### src/design/pmu_pkg.sv
/*
 * PMU shared definitions
 * Widths, enums and packed records used by the traffic probes, the
 * event counter bank, the configuration registers and the testbench.
 */
package pmu_pkg;

  // Port and cache geometry
  localparam int ADDR_WIDTH        = 32;
  localparam int LINE_BYTES        = 64;
  localparam int LINE_OFFSET_WIDTH = $clog2(LINE_BYTES);
  localparam int LINE_CNT_WIDTH    = 6;
  localparam int MAX_LINES         = 33;
  // (len + 1) << size needs 12 bits with size up to 3
  localparam int BURST_BYTES_WIDTH = 12;

  // Counters and configuration access
  localparam int CNT_WIDTH      = 32;
  localparam int CFG_ADDR_WIDTH = 5;
  localparam int CFG_DATA_WIDTH = 32;

  // Register map, word addresses
  localparam logic [1:0] CTRL_OFS   = 2'd0;
  localparam logic [1:0] THRESH_OFS = 2'd1;
  localparam logic [1:0] VALUE_OFS  = 2'd2;
  localparam logic [CFG_ADDR_WIDTH-1:0] STATUS_ADDR = 5'd16;

  typedef enum logic [1:0] {
    EV_READ,
    EV_WRITE,
    EV_ANY
  } event_kind_e;

  typedef enum logic {
    CNT_TRANS,
    CNT_LINES
  } count_mode_e;

  typedef enum logic {
    PORT_CPU,
    PORT_MEM
  } port_sel_e;

  typedef enum logic {
    CFG_READ,
    CFG_WRITE
  } cfg_op_e;

  typedef struct packed {
    logic                  valid;
    logic                  write;
    logic [ADDR_WIDTH-1:0] addr;
    logic [7:0]            len;
    logic [2:0]            size;
  } port_req_t;

  typedef struct packed {
    logic                      valid;
    event_kind_e               kind;
    logic [LINE_CNT_WIDTH-1:0] lines;
  } probe_event_t;

  // Occupies bits [4:0] of a control register
  typedef struct packed {
    logic        enable;
    port_sel_e   port;
    event_kind_e kind;
    count_mode_e mode;
  } cnt_ctrl_t;

  typedef struct packed {
    logic                      valid;
    cfg_op_e                   op;
    logic [CFG_ADDR_WIDTH-1:0] addr;
    logic [CFG_DATA_WIDTH-1:0] wdata;
  } cfg_req_t;

  typedef struct packed {
    logic                      valid;
    logic [CFG_DATA_WIDTH-1:0] rdata;
  } cfg_rsp_t;

endpackage

### src/design/traffic_probe.sv
/*
 * Traffic probe
 * Observes one request port of the last-level cache and turns every
 * burst request into an event record one cycle later. The record holds
 * the transfer kind and the number of cache lines the burst touches.
 */
module traffic_probe
  import pmu_pkg::*;
(
  input  logic         clk_i,
  input  logic         rst_n_i,
  input  port_req_t    req_i,
  output probe_event_t event_o
);

  logic [LINE_OFFSET_WIDTH-1:0] line_offset;
  logic [BURST_BYTES_WIDTH-1:0] burst_bytes;
  logic [BURST_BYTES_WIDTH-1:0] last_byte;
  logic [LINE_CNT_WIDTH-1:0]    line_cnt;
  event_kind_e                  req_kind;

  logic                         valid_q;
  event_kind_e                  kind_q;
  logic [LINE_CNT_WIDTH-1:0]    lines_q;

  // Byte position of the burst start inside its cache line
  assign line_offset = req_i.addr[LINE_OFFSET_WIDTH-1:0];

  // Beats times beat size
  assign burst_bytes = (BURST_BYTES_WIDTH'(req_i.len) + 1'b1) << req_i.size;

  // Offset of the last byte, counted from the first line boundary
  assign last_byte = BURST_BYTES_WIDTH'(line_offset) + burst_bytes - 1'b1;

  // Lines spanned up to and including the last byte
  assign line_cnt = LINE_CNT_WIDTH'(last_byte >> LINE_OFFSET_WIDTH) + 1'b1;

  assign req_kind = req_i.write ? EV_WRITE : EV_READ;

  always_ff @(posedge clk_i) begin
    if (!rst_n_i) begin
      valid_q <= 1'b0;
    end else begin
      valid_q <= req_i.valid;
    end
  end

  // Payload only loads with a request
  always_ff @(posedge clk_i) begin
    if (req_i.valid) begin
      kind_q  <= req_kind;
      lines_q <= line_cnt;
    end
  end

  assign event_o.valid = valid_q;
  assign event_o.kind  = kind_q;
  assign event_o.lines = lines_q;

  // 64-bit data path, so at most 8 bytes per beat
  a_size_limit: assert property (
    @(posedge clk_i) disable iff (!rst_n_i)
    req_i.valid |-> req_i.size <= 3'd3
  );

endmodule

### src/design/event_counter_bank.sv
/*
 * Event counter bank
 * NUM_COUNTER counters, each selecting one probe and one event kind.
 * A counter adds one per request or the request's line count, saturates
 * at all-ones and pulses its hit line on a threshold crossing.
 */
module event_counter_bank
  import pmu_pkg::*;
#(
  parameter int NUM_COUNTER = 4
) (
  input  logic                                   clk_i,
  input  logic                                   rst_n_i,
  input  probe_event_t                           cpu_event_i,
  input  probe_event_t                           mem_event_i,
  input  cnt_ctrl_t [NUM_COUNTER-1:0]            ctrl_i,
  input  logic [NUM_COUNTER-1:0][CNT_WIDTH-1:0]  threshold_i,
  input  logic [NUM_COUNTER-1:0]                 clear_i,
  output logic [NUM_COUNTER-1:0][CNT_WIDTH-1:0]  count_o,
  output logic [NUM_COUNTER-1:0]                 hit_o
);

  logic [CNT_WIDTH-1:0] cnt_q [NUM_COUNTER];
  logic                 hit_q [NUM_COUNTER];

  for (genvar i = 0; i < NUM_COUNTER; i++) begin : g_cnt
    probe_event_t         src_event;
    logic                 kind_ok;
    logic                 match;
    logic [CNT_WIDTH-1:0] incr;
    logic [CNT_WIDTH:0]   sum;
    logic [CNT_WIDTH-1:0] next_cnt;
    logic                 crossed;

    assign src_event = (ctrl_i[i].port == PORT_CPU) ? cpu_event_i : mem_event_i;

    assign kind_ok = (ctrl_i[i].kind == EV_ANY) || (ctrl_i[i].kind == src_event.kind);

    assign match = ctrl_i[i].enable && src_event.valid && kind_ok;

    assign incr = (ctrl_i[i].mode == CNT_TRANS) ? CNT_WIDTH'(1)
                                                : CNT_WIDTH'(src_event.lines);

    // One extra bit catches the wrap
    assign sum      = {1'b0, cnt_q[i]} + {1'b0, incr};
    assign next_cnt = sum[CNT_WIDTH] ? '1 : sum[CNT_WIDTH-1:0];

    // Only the increment that reaches the threshold counts as a hit
    assign crossed = (threshold_i[i] != '0) &&
                     (cnt_q[i] < threshold_i[i]) &&
                     (next_cnt >= threshold_i[i]);

    always_ff @(posedge clk_i) begin
      if (!rst_n_i) begin
        cnt_q[i] <= '0;
        hit_q[i] <= 1'b0;
      end else if (clear_i[i]) begin
        // Clear beats a same-cycle event
        cnt_q[i] <= '0;
        hit_q[i] <= 1'b0;
      end else begin
        hit_q[i] <= match && crossed;
        if (match) begin
          cnt_q[i] <= next_cnt;
        end
      end
    end

    // Control comes from the register block, so check it here
    a_disabled_hold: assert property (
      @(posedge clk_i) disable iff (!rst_n_i)
      !ctrl_i[i].enable && !clear_i[i] |=> $stable(cnt_q[i])
    );
  end

  always_comb begin
    for (int i = 0; i < NUM_COUNTER; i++) begin
      count_o[i] = cnt_q[i];
      hit_o[i]   = hit_q[i];
    end
  end

endmodule

### src/design/pmu_cfg_regs.sv
/*
 * PMU configuration registers
 * Decodes single-cycle configuration accesses, holds the counter control
 * words and thresholds, clears counters on value writes and keeps the
 * sticky interrupt status. Every access is answered one cycle later.
 */
module pmu_cfg_regs
  import pmu_pkg::*;
#(
  parameter int NUM_COUNTER = 4
) (
  input  logic                                   clk_i,
  input  logic                                   rst_n_i,
  input  cfg_req_t                               cfg_req_i,
  output cfg_rsp_t                               cfg_rsp_o,
  output cnt_ctrl_t [NUM_COUNTER-1:0]            ctrl_o,
  output logic [NUM_COUNTER-1:0][CNT_WIDTH-1:0]  threshold_o,
  output logic [NUM_COUNTER-1:0]                 clear_o,
  input  logic [NUM_COUNTER-1:0][CNT_WIDTH-1:0]  count_i,
  input  logic [NUM_COUNTER-1:0]                 hit_i,
  output logic [NUM_COUNTER-1:0]                 irq_o
);

  logic                                  req_wr;
  logic                                  req_rd;
  logic                                  stat_we;
  logic [NUM_COUNTER-1:0]                ctrl_we;
  logic [NUM_COUNTER-1:0]                thr_we;
  logic [NUM_COUNTER-1:0]                cnt_clr;
  logic [NUM_COUNTER-1:0]                irq_clr;
  logic [CFG_DATA_WIDTH-1:0]             rdata_d;

  cnt_ctrl_t [NUM_COUNTER-1:0]           ctrl_q;
  logic [NUM_COUNTER-1:0][CNT_WIDTH-1:0] thr_q;
  logic [NUM_COUNTER-1:0]                irq_q;
  logic                                  rsp_valid_q;
  logic [CFG_DATA_WIDTH-1:0]             rdata_q;

  assign req_wr  = cfg_req_i.valid && (cfg_req_i.op == CFG_WRITE);
  assign req_rd  = cfg_req_i.valid && (cfg_req_i.op == CFG_READ);
  assign stat_we = req_wr && (cfg_req_i.addr == STATUS_ADDR);

  // Write-one-to-clear on the status word
  assign irq_clr = stat_we ? cfg_req_i.wdata[NUM_COUNTER-1:0] : '0;

  // Counter i owns word addresses 4i to 4i+3
  always_comb begin
    ctrl_we = '0;
    thr_we  = '0;
    cnt_clr = '0;
    rdata_d = '0;
    if (cfg_req_i.addr == STATUS_ADDR) begin
      rdata_d = CFG_DATA_WIDTH'(irq_q);
    end
    for (int i = 0; i < NUM_COUNTER; i++) begin
      if (cfg_req_i.addr[CFG_ADDR_WIDTH-1:2] == i) begin
        case (cfg_req_i.addr[1:0])
          CTRL_OFS: begin
            ctrl_we[i] = req_wr;
            rdata_d    = CFG_DATA_WIDTH'(ctrl_q[i]);
          end
          THRESH_OFS: begin
            thr_we[i] = req_wr;
            rdata_d   = CFG_DATA_WIDTH'(thr_q[i]);
          end
          VALUE_OFS: begin
            cnt_clr[i] = req_wr;
            rdata_d    = CFG_DATA_WIDTH'(count_i[i]);
          end
          default: rdata_d = '0;
        endcase
      end
    end
    // Writes answer with zero data
    if (!req_rd) begin
      rdata_d = '0;
    end
  end

  always_ff @(posedge clk_i) begin
    if (!rst_n_i) begin
      ctrl_q      <= '0;
      thr_q       <= '0;
      irq_q       <= '0;
      rsp_valid_q <= 1'b0;
    end else begin
      rsp_valid_q <= cfg_req_i.valid;
      for (int i = 0; i < NUM_COUNTER; i++) begin
        if (ctrl_we[i]) begin
          ctrl_q[i] <= cnt_ctrl_t'(cfg_req_i.wdata[$bits(cnt_ctrl_t)-1:0]);
        end
        if (thr_we[i]) begin
          thr_q[i] <= CNT_WIDTH'(cfg_req_i.wdata);
        end
      end
      // A new hit outweighs a clear in the same cycle
      irq_q <= (irq_q & ~irq_clr) | hit_i;
    end
  end

  always_ff @(posedge clk_i) begin
    if (cfg_req_i.valid) begin
      rdata_q <= rdata_d;
    end
  end

  assign cfg_rsp_o.valid = rsp_valid_q;
  assign cfg_rsp_o.rdata = rdata_q;
  assign ctrl_o          = ctrl_q;
  assign threshold_o     = thr_q;
  assign clear_o         = cnt_clr;
  assign irq_o           = irq_q;

  a_rsp_after_req: assert property (
    @(posedge clk_i) disable iff (!rst_n_i)
    cfg_rsp_o.valid |-> $past(cfg_req_i.valid)
  );

endmodule

### src/design/host_perf_monitor.sv
/*
 * Host performance monitor
 * Two probes on the core-side and memory-side cache ports feed a bank
 * of event counters, which is set up and read through a small register
 * block that also raises one interrupt per counter.
 */
module host_perf_monitor
  import pmu_pkg::*;
#(
  parameter int NUM_COUNTER = 4
) (
  input  logic                   clk_i,
  input  logic                   rst_n_i,
  input  port_req_t              cpu_req_i,
  input  port_req_t              mem_req_i,
  input  cfg_req_t               cfg_req_i,
  output cfg_rsp_t               cfg_rsp_o,
  output logic [NUM_COUNTER-1:0] irq_o
);

  probe_event_t                          cpu_event;
  probe_event_t                          mem_event;
  cnt_ctrl_t [NUM_COUNTER-1:0]           cnt_ctrl;
  logic [NUM_COUNTER-1:0][CNT_WIDTH-1:0] cnt_threshold;
  logic [NUM_COUNTER-1:0][CNT_WIDTH-1:0] cnt_value;
  logic [NUM_COUNTER-1:0]                cnt_clear;
  logic [NUM_COUNTER-1:0]                cnt_hit;

  traffic_probe u_probe_cpu (
    .clk_i   ( clk_i     ),
    .rst_n_i ( rst_n_i   ),
    .req_i   ( cpu_req_i ),
    .event_o ( cpu_event )
  );

  traffic_probe u_probe_mem (
    .clk_i   ( clk_i     ),
    .rst_n_i ( rst_n_i   ),
    .req_i   ( mem_req_i ),
    .event_o ( mem_event )
  );

  event_counter_bank #(
    .NUM_COUNTER ( NUM_COUNTER )
  ) u_counter_bank (
    .clk_i       ( clk_i         ),
    .rst_n_i     ( rst_n_i       ),
    .cpu_event_i ( cpu_event     ),
    .mem_event_i ( mem_event     ),
    .ctrl_i      ( cnt_ctrl      ),
    .threshold_i ( cnt_threshold ),
    .clear_i     ( cnt_clear     ),
    .count_o     ( cnt_value     ),
    .hit_o       ( cnt_hit       )
  );

  pmu_cfg_regs #(
    .NUM_COUNTER ( NUM_COUNTER )
  ) u_cfg_regs (
    .clk_i       ( clk_i         ),
    .rst_n_i     ( rst_n_i       ),
    .cfg_req_i   ( cfg_req_i     ),
    .cfg_rsp_o   ( cfg_rsp_o     ),
    .ctrl_o      ( cnt_ctrl      ),
    .threshold_o ( cnt_threshold ),
    .clear_o     ( cnt_clear     ),
    .count_i     ( cnt_value     ),
    .hit_i       ( cnt_hit       ),
    .irq_o       ( irq_o         )
  );

endmodule

### config.mk
export PLATFORM = sky130hd
export DESIGN_NAME = host_perf_monitor
export DESIGN_NICKNAME = d
export VERILOG_FILES = /design/src/design/pmu_pkg.sv /design/src/design/traffic_probe.sv /design/src/design/event_counter_bank.sv /design/src/design/pmu_cfg_regs.sv /design/src/design/host_perf_monitor.sv
export SDC_FILE = /design/constraint.sdc
export NUM_CORES = 1
export LEC_CHECK = 0
export BUFFER_PORTS_ARGS = -buffer_cell sky130_fd_sc_hd__buf_4
export CORE_MARGIN = 4
export CORE_UTILIZATION = 40
export DETAILED_ROUTE_END_ITERATION = 10
export PLACE_DENSITY_LB_ADDON = 0.2
export SLEW_MARGIN = 20
export SYNTH_ARGS = -nofsm -noshare
export SYNTH_HDL_FRONTEND = slang
export SYNTH_SLANG_ARGS = --single-unit
### constraint.sdc
create_clock -name clk_i -period 6.3 [get_ports clk_i]
set_clock_uncertainty 0.15 [all_clocks]
set_input_delay 0.63 -clock clk_i [delete_from_list [all_inputs] [get_ports clk_i]]
set_output_delay 0.63 -clock clk_i [all_outputs]
set_load 0.1 [all_outputs]
==> metrics.md, run 1 <==
| Metric | Value |
|---|---|
| Die footprint | `around 0.070 mm^2` |
| CP cell instances | `mux2i_1 -> nand2_1 -> ha_1 -> fa_1 -> a21o_1 -> a21oi_1 -> o21bai_1 -> a21oi_1 -> nor3_2 -> nand2b_1 -> buf_4 -> nand4_1 -> nor2b_1 -> ha_1 -> a21oi_1 -> o21ai_0 -> a21o_1 -> a221oi_1 -> o21a_1 -> a211oi_1 -> buf_4` |
| Hold bufs inserted after CTS | `0` |
| Synth warnings | `0` |
| Vias per inst | `5.924` |
| Syn Std Cell Area | `between 0.02 and 0.03 mm^2` |
| Commonest cells after routing, fill and taps aside | `nand2_1 (501), ha_1 (308), a21oi_1 (214), inv_1 (193), edfxtp_1 (177)` |
| Post-synth EDFFs | `~180` |
| Vias in the first global route | `between 20,000 and 25,000` |
| CTS clk-pin slew, worst paths | `around 70 ps` |
| Dpl ws | `just under 600 ps` |
| Clock Tree Root | `clkbuf_16` |
| Hold crit path type | `in -> reg` |
| HP Start | `cpu_req_i[43]` |
| Post-synth cell types | `82` |
| Net Sw Frac | `around 30%` |
| Post-cts gate resize count | `0` |
| Compound-Gate Fraction of Synth Area | `about a fifth` |
| Post-Syn Instances | `between 3,000 and 4,000` |
| Comb power frac | `around 17%` |
| Total track usage | `a little over a quarter` |
| Die extent in y | `between 200 and 300 um` |
| Launching point of the worst reg2reg path | `u_cfg_regs.ctrl_o[18]$_SDFFE_PN0P_` |
| Avg Cell Area, Syn | `around 8.4 um^2` |
| Post-synthesis adder-cell area fraction | `between 10% and 20%` |
| Fin nets | `roughly 3,600` |
| Setup bufs post-CTS | `0` |
| Share of cells above drive strength 1 | `around 9%` |
| Worst Setup SP | `u_cfg_regs.ctrl_o[18]$_SDFFE_PN0P_` |
| Status | `finished clean` |
| Post-route DRC | `0` |
| Layout filler cell count | `6,413` |
| Most common cell after layout, fill and taps aside | `nand2_1` |
| Avg WL per Cell | `about 23 um` |
| Synth Area in Simple Gates | `about 20%` |
| Worst Hold Endpoint | `u_probe_cpu.kind_q[0]$_DFFE_PP_` |
| Fin Setup TNS | `0 ps` |
| Worst path arrival time | `just under 6000 ps` |
| Top delay family on crit path | `compound AO/OA/AOI/OAI gates` |
| Final setup vio count | `0` |
| ANT nets after route | `0` |
| IO Port Bufs | `approximately 120` |
| Int Power | `0.004226 W` |
| Power share of the sequential group | `about two fifths` |
| Peak VDD IR | `about 0.00022 V` |
| Initial Utilization | `a little over 40%` |
| Register area share after synthesis | `32.20%` |
| CP Class | `reg -> reg` |
| Multiplexer share of the synthesized area | `~3%` |
| Pleak | `roughly 11 nW` |
| R2R Setup Slk | `approximately 540 ps` |
| Setup WS post-layout | `541.2 ps` |
| Fin crit share | `approximately 91%` |
| DR vias | `around 24,000` |
| RSZ-0062 raised after global routing | `false` |
| Initial antenna violation count | `4` |
| Maximum root-to-sink buffer count | `3` |
| Power, Total | `around 0.0060 W` |
| Core Box Area | `~0.065 mm^2` |
| Buffers & Inverters on Critical Path | `2` |
| Pins over their slew limit | `0` |
| I/O pins | `about 170` |
| Starting DRT DRC Count | `2,275` |
| GR Overflow Total | `0` |
| Detailed Place HPWL | `72,230 um` |
| # H-tree levels | `2` |
| Crit end category | `register` |
| Largest net degree at the start of global routing | `76` |
| Gpl congestion | `approximately 0.96` |
| Crit path max-delay cell type | `dfxtp_1` |
| Required @ worst endpoint | `around 6500 ps` |
| Psw | `approximately 0.0018 W` |
| Sink Count | `333` |
| Async SR Flop Fraction | `0%` |
| Clock power frac | `about two fifths` |
| DRT Pass-1 Iters | `6` |
| Reg2Reg Capture Point | `u_counter_bank.hit_q[3]$_DFFE_PP_` |
| Worst-Margin Slew | `approximately 1100 ps` |
| FP Rows | `93` |
| Crit-path most repeated cell | `a21oi_1` |
| Synth Area in XOR/XNOR | `~3.9%` |
| R2r worst-path depth | `21` |
| Total of max-cap violations | `0` |
| Post-synth top flop | `edfxtp_1` |
| Largest family of logic cells by synthesized area | `compound AO/OA/AOI/OAI gates` |
| Die width | `264.0 um` |
| P per Cell Area | `~200 mW/mm^2` |
| Syn-to-layout area delta | `12.06%` |
| Endpoints failing hold | `0` |
| Slowest stage delay, CP | `just over 600 ps` |
| Worst slew margin | `28.71%` |
| Register bit total from synthesis | `about 330` |
| Worst skew pair latency | `about 590 ps` |
| FMAX | `~170 MHz` |
| Final Critical Period | `around 5800 ps` |
| CP max FO | `13` |
| CTS tree | `built` |
| Worst hold path depth | `1` |
| First-pass GRT wire length | `~140,000 um` |
| CTS buffer count | `41` |
| CP startpoint kind | `register` |
| Final wirelength | `94,140 um` |
[synthesized netlist by cell type, types with 7 or more instances]
master | instances | share of area (%)
o21a_1 | 14 | 0.40
a21boi_0 | 150 | 4.3
o21bai_1 | 15 | 0.43
nor3_1 | 41 | 0.78
nor4_1 | 44 | 1.1
dfxtp_1 | 156 | 12
mux2_2 | 20 | 0.86
a21oi_1 | 214 | 4.1
inv_1 | 193 | 2.8
a221oi_1 | 11 | 0.37
and4_1 | 12 | 0.40
mux2i_1 | 58 | 2.2
nor2_1 | 152 | 2.2
a22oi_1 | 89 | 2.5
xnor2_1 | 60 | 2.0
nand3_1 | 81 | 1.5
and2_1 | 13 | 0.31
nand4_1 | 73 | 1.7
nor3b_1 | 9 | 0.26
nor2b_1 | 61 | 1.5
edfxtp_1 | 177 | 20
a211oi_1 | 15 | 0.43
a31oi_1 | 19 | 0.45
clkbuf_1 | 128 | 1.8
nand2_1 | 503 | 7.2
o21ai_0 | 92 | 1.8
nand2b_1 | 23 | 0.55
or2_2 | 7 | 0.17
and3_1 | 47 | 1.1
a311oi_1 | 10 | 0.33
xor2_1 | 56 | 1.9
ha_1 | 308 | 15
a21o_1 | 85 | 2.4
o22ai_1 | 57 | 1.4
buf_1 | 22 | 0.32
or3_1 | 7 | 0.17
o211ai_1 | 9 | 0.26
[worst reg2reg max path, cell delays in order, from the launching register on]
cell	delay [ps]
dfxtp_1	610
mux2i_1	360
nand2_1	100
ha_1	220
fa_1	420
a21o_1	200
a21oi_1	260
o21bai_1	130
a21oi_1	380
nor3_2	150
nand2b_1	520
buf_4	310
nand4_1	110
nor2b_1	170
ha_1	290
a21oi_1	150
o21ai_0	100
a21o_1	180
a221oi_1	370
o21a_1	180
a211oi_1	40
buf_4	150
[flip-flops by register name (all words and copies together) (netlist names)]
name and count:
u_cfg_regs.ctrl_o 20, u_cfg_regs.irq_o 4, u_cfg_regs.rdata_q 32, u_cfg_regs.rsp_valid_q 1, u_cfg_regs.threshold_o 128, u_counter_bank.cnt_q 128
u_counter_bank.hit_q 4, u_probe_cpu.kind_q 1, u_probe_cpu.lines_q 6, u_probe_cpu.valid_q 1, u_probe_mem.kind_q 1, u_probe_mem.lines_q 6
u_probe_mem.valid_q 1
[per-layer routing]
| layer | global-route usage [%] | vias to the layer above | share of wire [%] |
|---|---|---|---|
| met2 | 40.81 | 908 | 44 |
| met5 | 0 | - | 0 |
| met3 | 5.150 | 184 | 8.2 |
| li1 | - | 11410 | - |
| met1 | 35.75 | 11530 | 44 |
| met4 | 9.509 | 0 | 4.1 |
[kinds of logic (layout without fill, tap and decap cells)]
kind of cell               after synthesis  after routing
AOI/OAI and AO/OA                      829            829
muxes                                   78             78
other                                    1              5
buffers and inverters                  353            434
xor gates and xnor gates               117            117
adders and majority gates              312            312
and+or+nand+nor                       1094           1094
DFF                                    333            333
[cell type report]
cell class	instances	area (um^2)	share of cell area, %
clock buffers	56	1196	4.073
well taps	855	1070	3.643
repair buffers	164	1269	4.321
inverters	195	732.0	2.493
multi-input cells	2433	16470	56.10
clock inverters	19	181.4	0.6178
diodes	2	5.005	0.01704
flip-flops and latches	333	8438	28.74
[through the flow]
step	cells	util, %	hold slack, ps	cell area (um^2)
final	4057	45.39	79.25	29360
after global routing	4055	45.38	59.34	29360
after CTS	4055	45.38	44.12	29360
after detailed placement	3980	43.25	326.5	27980
after global placement	3980	43.24	315.2	27980
after floorplan	3119	-	284.4	26210
[power groups by stage]
stage	registers (W)	logic, W	clock network [W]
after detailed placement	0.00255	0.00101	0
final	0.00251	0.00102	0.00247
after global placement	0.00255	0.000989	0
after CTS	0.00250	0.00101	0.00251
after global routing	0.00252	0.00113	0.00259
after floorplan	0.00256	0.000629	0
[worst max-delay path by stage]
| stage | end | slack [ps] | depth (start not counted) |
|---|---|---|---|
| 2_1_floorplan | u_counter_bank.hit_q[1]$_DFFE_PP_ | 1170 | 23 |
| 3_3_place_gp | u_counter_bank.hit_q[3]$_DFFE_PP_ | 680 | 21 |
| 3_5_place_dp | u_counter_bank.hit_q[3]$_DFFE_PP_ | 600 | 21 |
| 4_1_cts | u_counter_bank.hit_q[3]$_DFFE_PP_ | 570 | 21 |
| 5_1_grt | u_counter_bank.hit_q[3]$_DFFE_PP_ | 280 | 21 |
| 6_report | u_counter_bank.hit_q[3]$_DFFE_PP_ | 540 | 21 |
Note: power is estimated with default switching activity, not from simulation.
==> inputs of run 2 (changes only) <==
--- a/config.mk
+++ b/config.mk
@@ -10,6 +10,7 @@
 export CORE_UTILIZATION = 40
 export DETAILED_ROUTE_END_ITERATION = 10
 export PLACE_DENSITY_LB_ADDON = 0.2
+export REMOVE_ABC_BUFFERS = 1
 export SLEW_MARGIN = 20
 export SYNTH_ARGS = -nofsm -noshare
 export SYNTH_HDL_FRONTEND = slang
==> run 2 against run 1 <==
Utilization is 0.085 points lower. Sequential share of layout area is 0.054 points higher. Cell count is 0.15% lower. Die area stayed put. Largest power group unchanged. Critical path depth stayed put.
==> metrics.md, run 2 (synthesized netlist as in run 1, its figures left out) <==
| Metric | Value |
|---|---|
| Final Critical Period | `roughly 5700 ps` |
| Most common cell after layout, fill and taps aside | `nand2_1` |
| HP Start | `cpu_req_i[43]` |
| FMAX | `between 150 and 200 MHz` |
| Required @ worst endpoint | `around 6500 ps` |
| DRT Pass-1 Iters | `6` |
| CP max FO | `46` |
| Launching point of the worst reg2reg path | `u_cfg_regs.ctrl_o[18]$_SDFFE_PN0P_` |
| Share of cells above drive strength 1 | `under 10%` |
| CP startpoint kind | `register` |
| Reg2Reg Capture Point | `u_counter_bank.hit_q[3]$_DFFE_PP_` |
| RSZ-0062 raised after global routing | `false` |
| R2R Setup Slk | `650 ps` |
| Hold bufs inserted after CTS | `0` |
| DR vias | `~24,000` |
| Pins over their slew limit | `0` |
| Layout filler cell count | `roughly 6,400` |
| # H-tree levels | `2` |
| Fin nets | `approximately 3,600` |
| GR Util met1 | `approximately 35%` |
| Status | `finished clean` |
| Fin Setup TNS | `0 ps` |
| Avg WL per Cell | `22.74 um` |
| Final setup vio count | `0` |
| GR Overflow Total | `0` |
| Setup WS post-layout | `roughly 650 ps` |
| CTS tree | `built` |
| Setup bufs post-CTS | `0` |
| Largest net degree at the start of global routing | `85` |
| ANT nets after route | `0` |
| Peak VDD IR | `~0.00013 V` |
| CTS buffer count | `slightly above 40` |
| I/O pins | `168` |
| Worst skew pair latency | `~600 ps` |
| R2r worst-path depth | `21` |
| Commonest cells after routing, fill and taps aside | `nand2_1 (502), ha_1 (308), a21oi_1 (214), inv_1 (193), edfxtp_1 (177)` |
| FP Rows | `93` |
| Sink Count | `roughly 330` |
| Final wirelength | `92,110 um` |
| First-pass GRT wire length | `~140,000 um` |
| M3 GR Usage | `around 4.5%` |
| Gpl congestion | `around 0.96` |
| Worst Hold Endpoint | `u_probe_cpu.kind_q[0]$_DFFE_PP_` |
| Dpl ws | `773.7 ps` |
| Starting DRT DRC Count | `roughly 2,100` |
| IO Port Bufs | `115` |
| P per Cell Area | `~210 mW/mm^2` |
| Endpoints failing hold | `0` |
| Total of max-cap violations | `0` |
| Diode count | `0` |
| Die extent in y | `~260 um` |
| Crit end category | `register` |
| Die width | `roughly 260 um` |
| Initial antenna violation count | `0` |
| Worst-Margin Slew | `1190 ps` |
| Maximum root-to-sink buffer count | `3` |
| Worst Setup SP | `u_cfg_regs.ctrl_o[18]$_SDFFE_PN0P_` |
| Initial Utilization | `roughly two fifths` |
| Detailed Place HPWL | `approximately 70,000 um` |
| Syn-to-layout area delta | `11.85%` |
| Pleak | `~11 nW` |
| Fin crit share | `roughly 90%` |
| Total track usage | `about a quarter` |
| Vias per inst | `~5.9` |
| Worst hold path depth | `1` |
| Post-cts gate resize count | `0` |
| Worst slew margin | `between 20 and 25%` |
| Worst path arrival time | `just under 6000 ps` |
| Grt peak-use layer | `met2` |
| GR Util met2 | `about 41%` |
| Clock Tree Root | `clkbuf_16` |
| CTS clk-pin slew, worst paths | `about 60 ps` |
| Hold crit path type | `in -> reg` |
| Post-route DRC | `0` |
| Die footprint | `~0.070 mm^2` |
| Core Box Area | `approximately 0.065 mm^2` |
| Vias in the first global route | `between 20,000 and 25,000` |
| CP Class | `reg -> reg` |
run 2: changes by cell type in the layout (fill, tap and decap cells not counted), moves of 2 or more:
cell,previous run,this run
clkbuf_16,44,42
clkbuf_8,5,2
bufinv_16,3,5
diode_2,2,0
buf_4,161,157
run 2: worst max-delay path by stage:
stage                                                     endpoint  slack, ps  cells after the start
after floorplan           u_counter_bank.cnt_q[3][0]$_SDFFCE_PN0P_       -960                      6
after global placement           u_counter_bank.hit_q[3]$_DFFE_PP_        860                     21
after detailed placement         u_counter_bank.hit_q[0]$_DFFE_PP_        770                     20
after CTS                        u_counter_bank.hit_q[0]$_DFFE_PP_        750                     20
after global routing             u_counter_bank.hit_q[0]$_DFFE_PP_        430                     20
final                            u_counter_bank.hit_q[3]$_DFFE_PP_        650                     21
run 2: metal layers:
metal / up-vias / routed length, um
li1: 11400 / -
met1: 11600 / 40860
met2: 838 / 41800
met3: 154 / 6266
met4: 0 / 3184
met5: - / 0
run 2: cell type report:
class | instances | area, um^2 | share of cell area, %
well taps | 855 | 1070 | 3.650
multi-input cells | 2433 | 16470 | 56.19
repair buffers | 159 | 1219 | 4.158
inverters | 195 | 732.0 | 2.497
clock inverters | 24 | 274.0 | 0.9349
clock buffers | 52 | 1109 | 3.782
flip-flops and latches | 333 | 8438 | 28.79
run 2: stage by stage:
stage                     util (%)  instances  hold slack [ps]  total power [W]  area, um^2
final                        45.30       4051            86.16         0.006018       29310
after global routing         45.30       4051            60.99         0.006251       29310
after global placement       43.16       3975            317.2         0.003529       27920
after floorplan                  -       2961            284.4         0.003153       25600
after CTS                    45.30       4051            52.34         0.006048       29310
after detailed placement     43.16       3975            321.3         0.003554       27920
run 2: power by group:
part | internal, W | switching [W] | total, W
Sequential | 0.00238 | 0.000128 | 0.00251
Clock | 0.00146 | 0.00104 | 0.00250
Combinational | 0.000386 | 0.000624 | 0.00101
run 2: critical path: stages (launching register included):
cell and delay (ps):
dfxtp_1 640, mux2i_1 360, nand2_1 110, ha_1 210, fa_1 400, a21o_1 200
a21oi_1 260, o21bai_1 130, a21oi_1 170, buf_4 250, nor3_2 110, nand2b_1 220
buf_12 260, nand2_1 90, ha_1 300, a21o_1 190, a21o_1 170, a21oi_1 310
o211ai_1 220, a211oi_1 350, o21a_1 180, a211oi_1 50
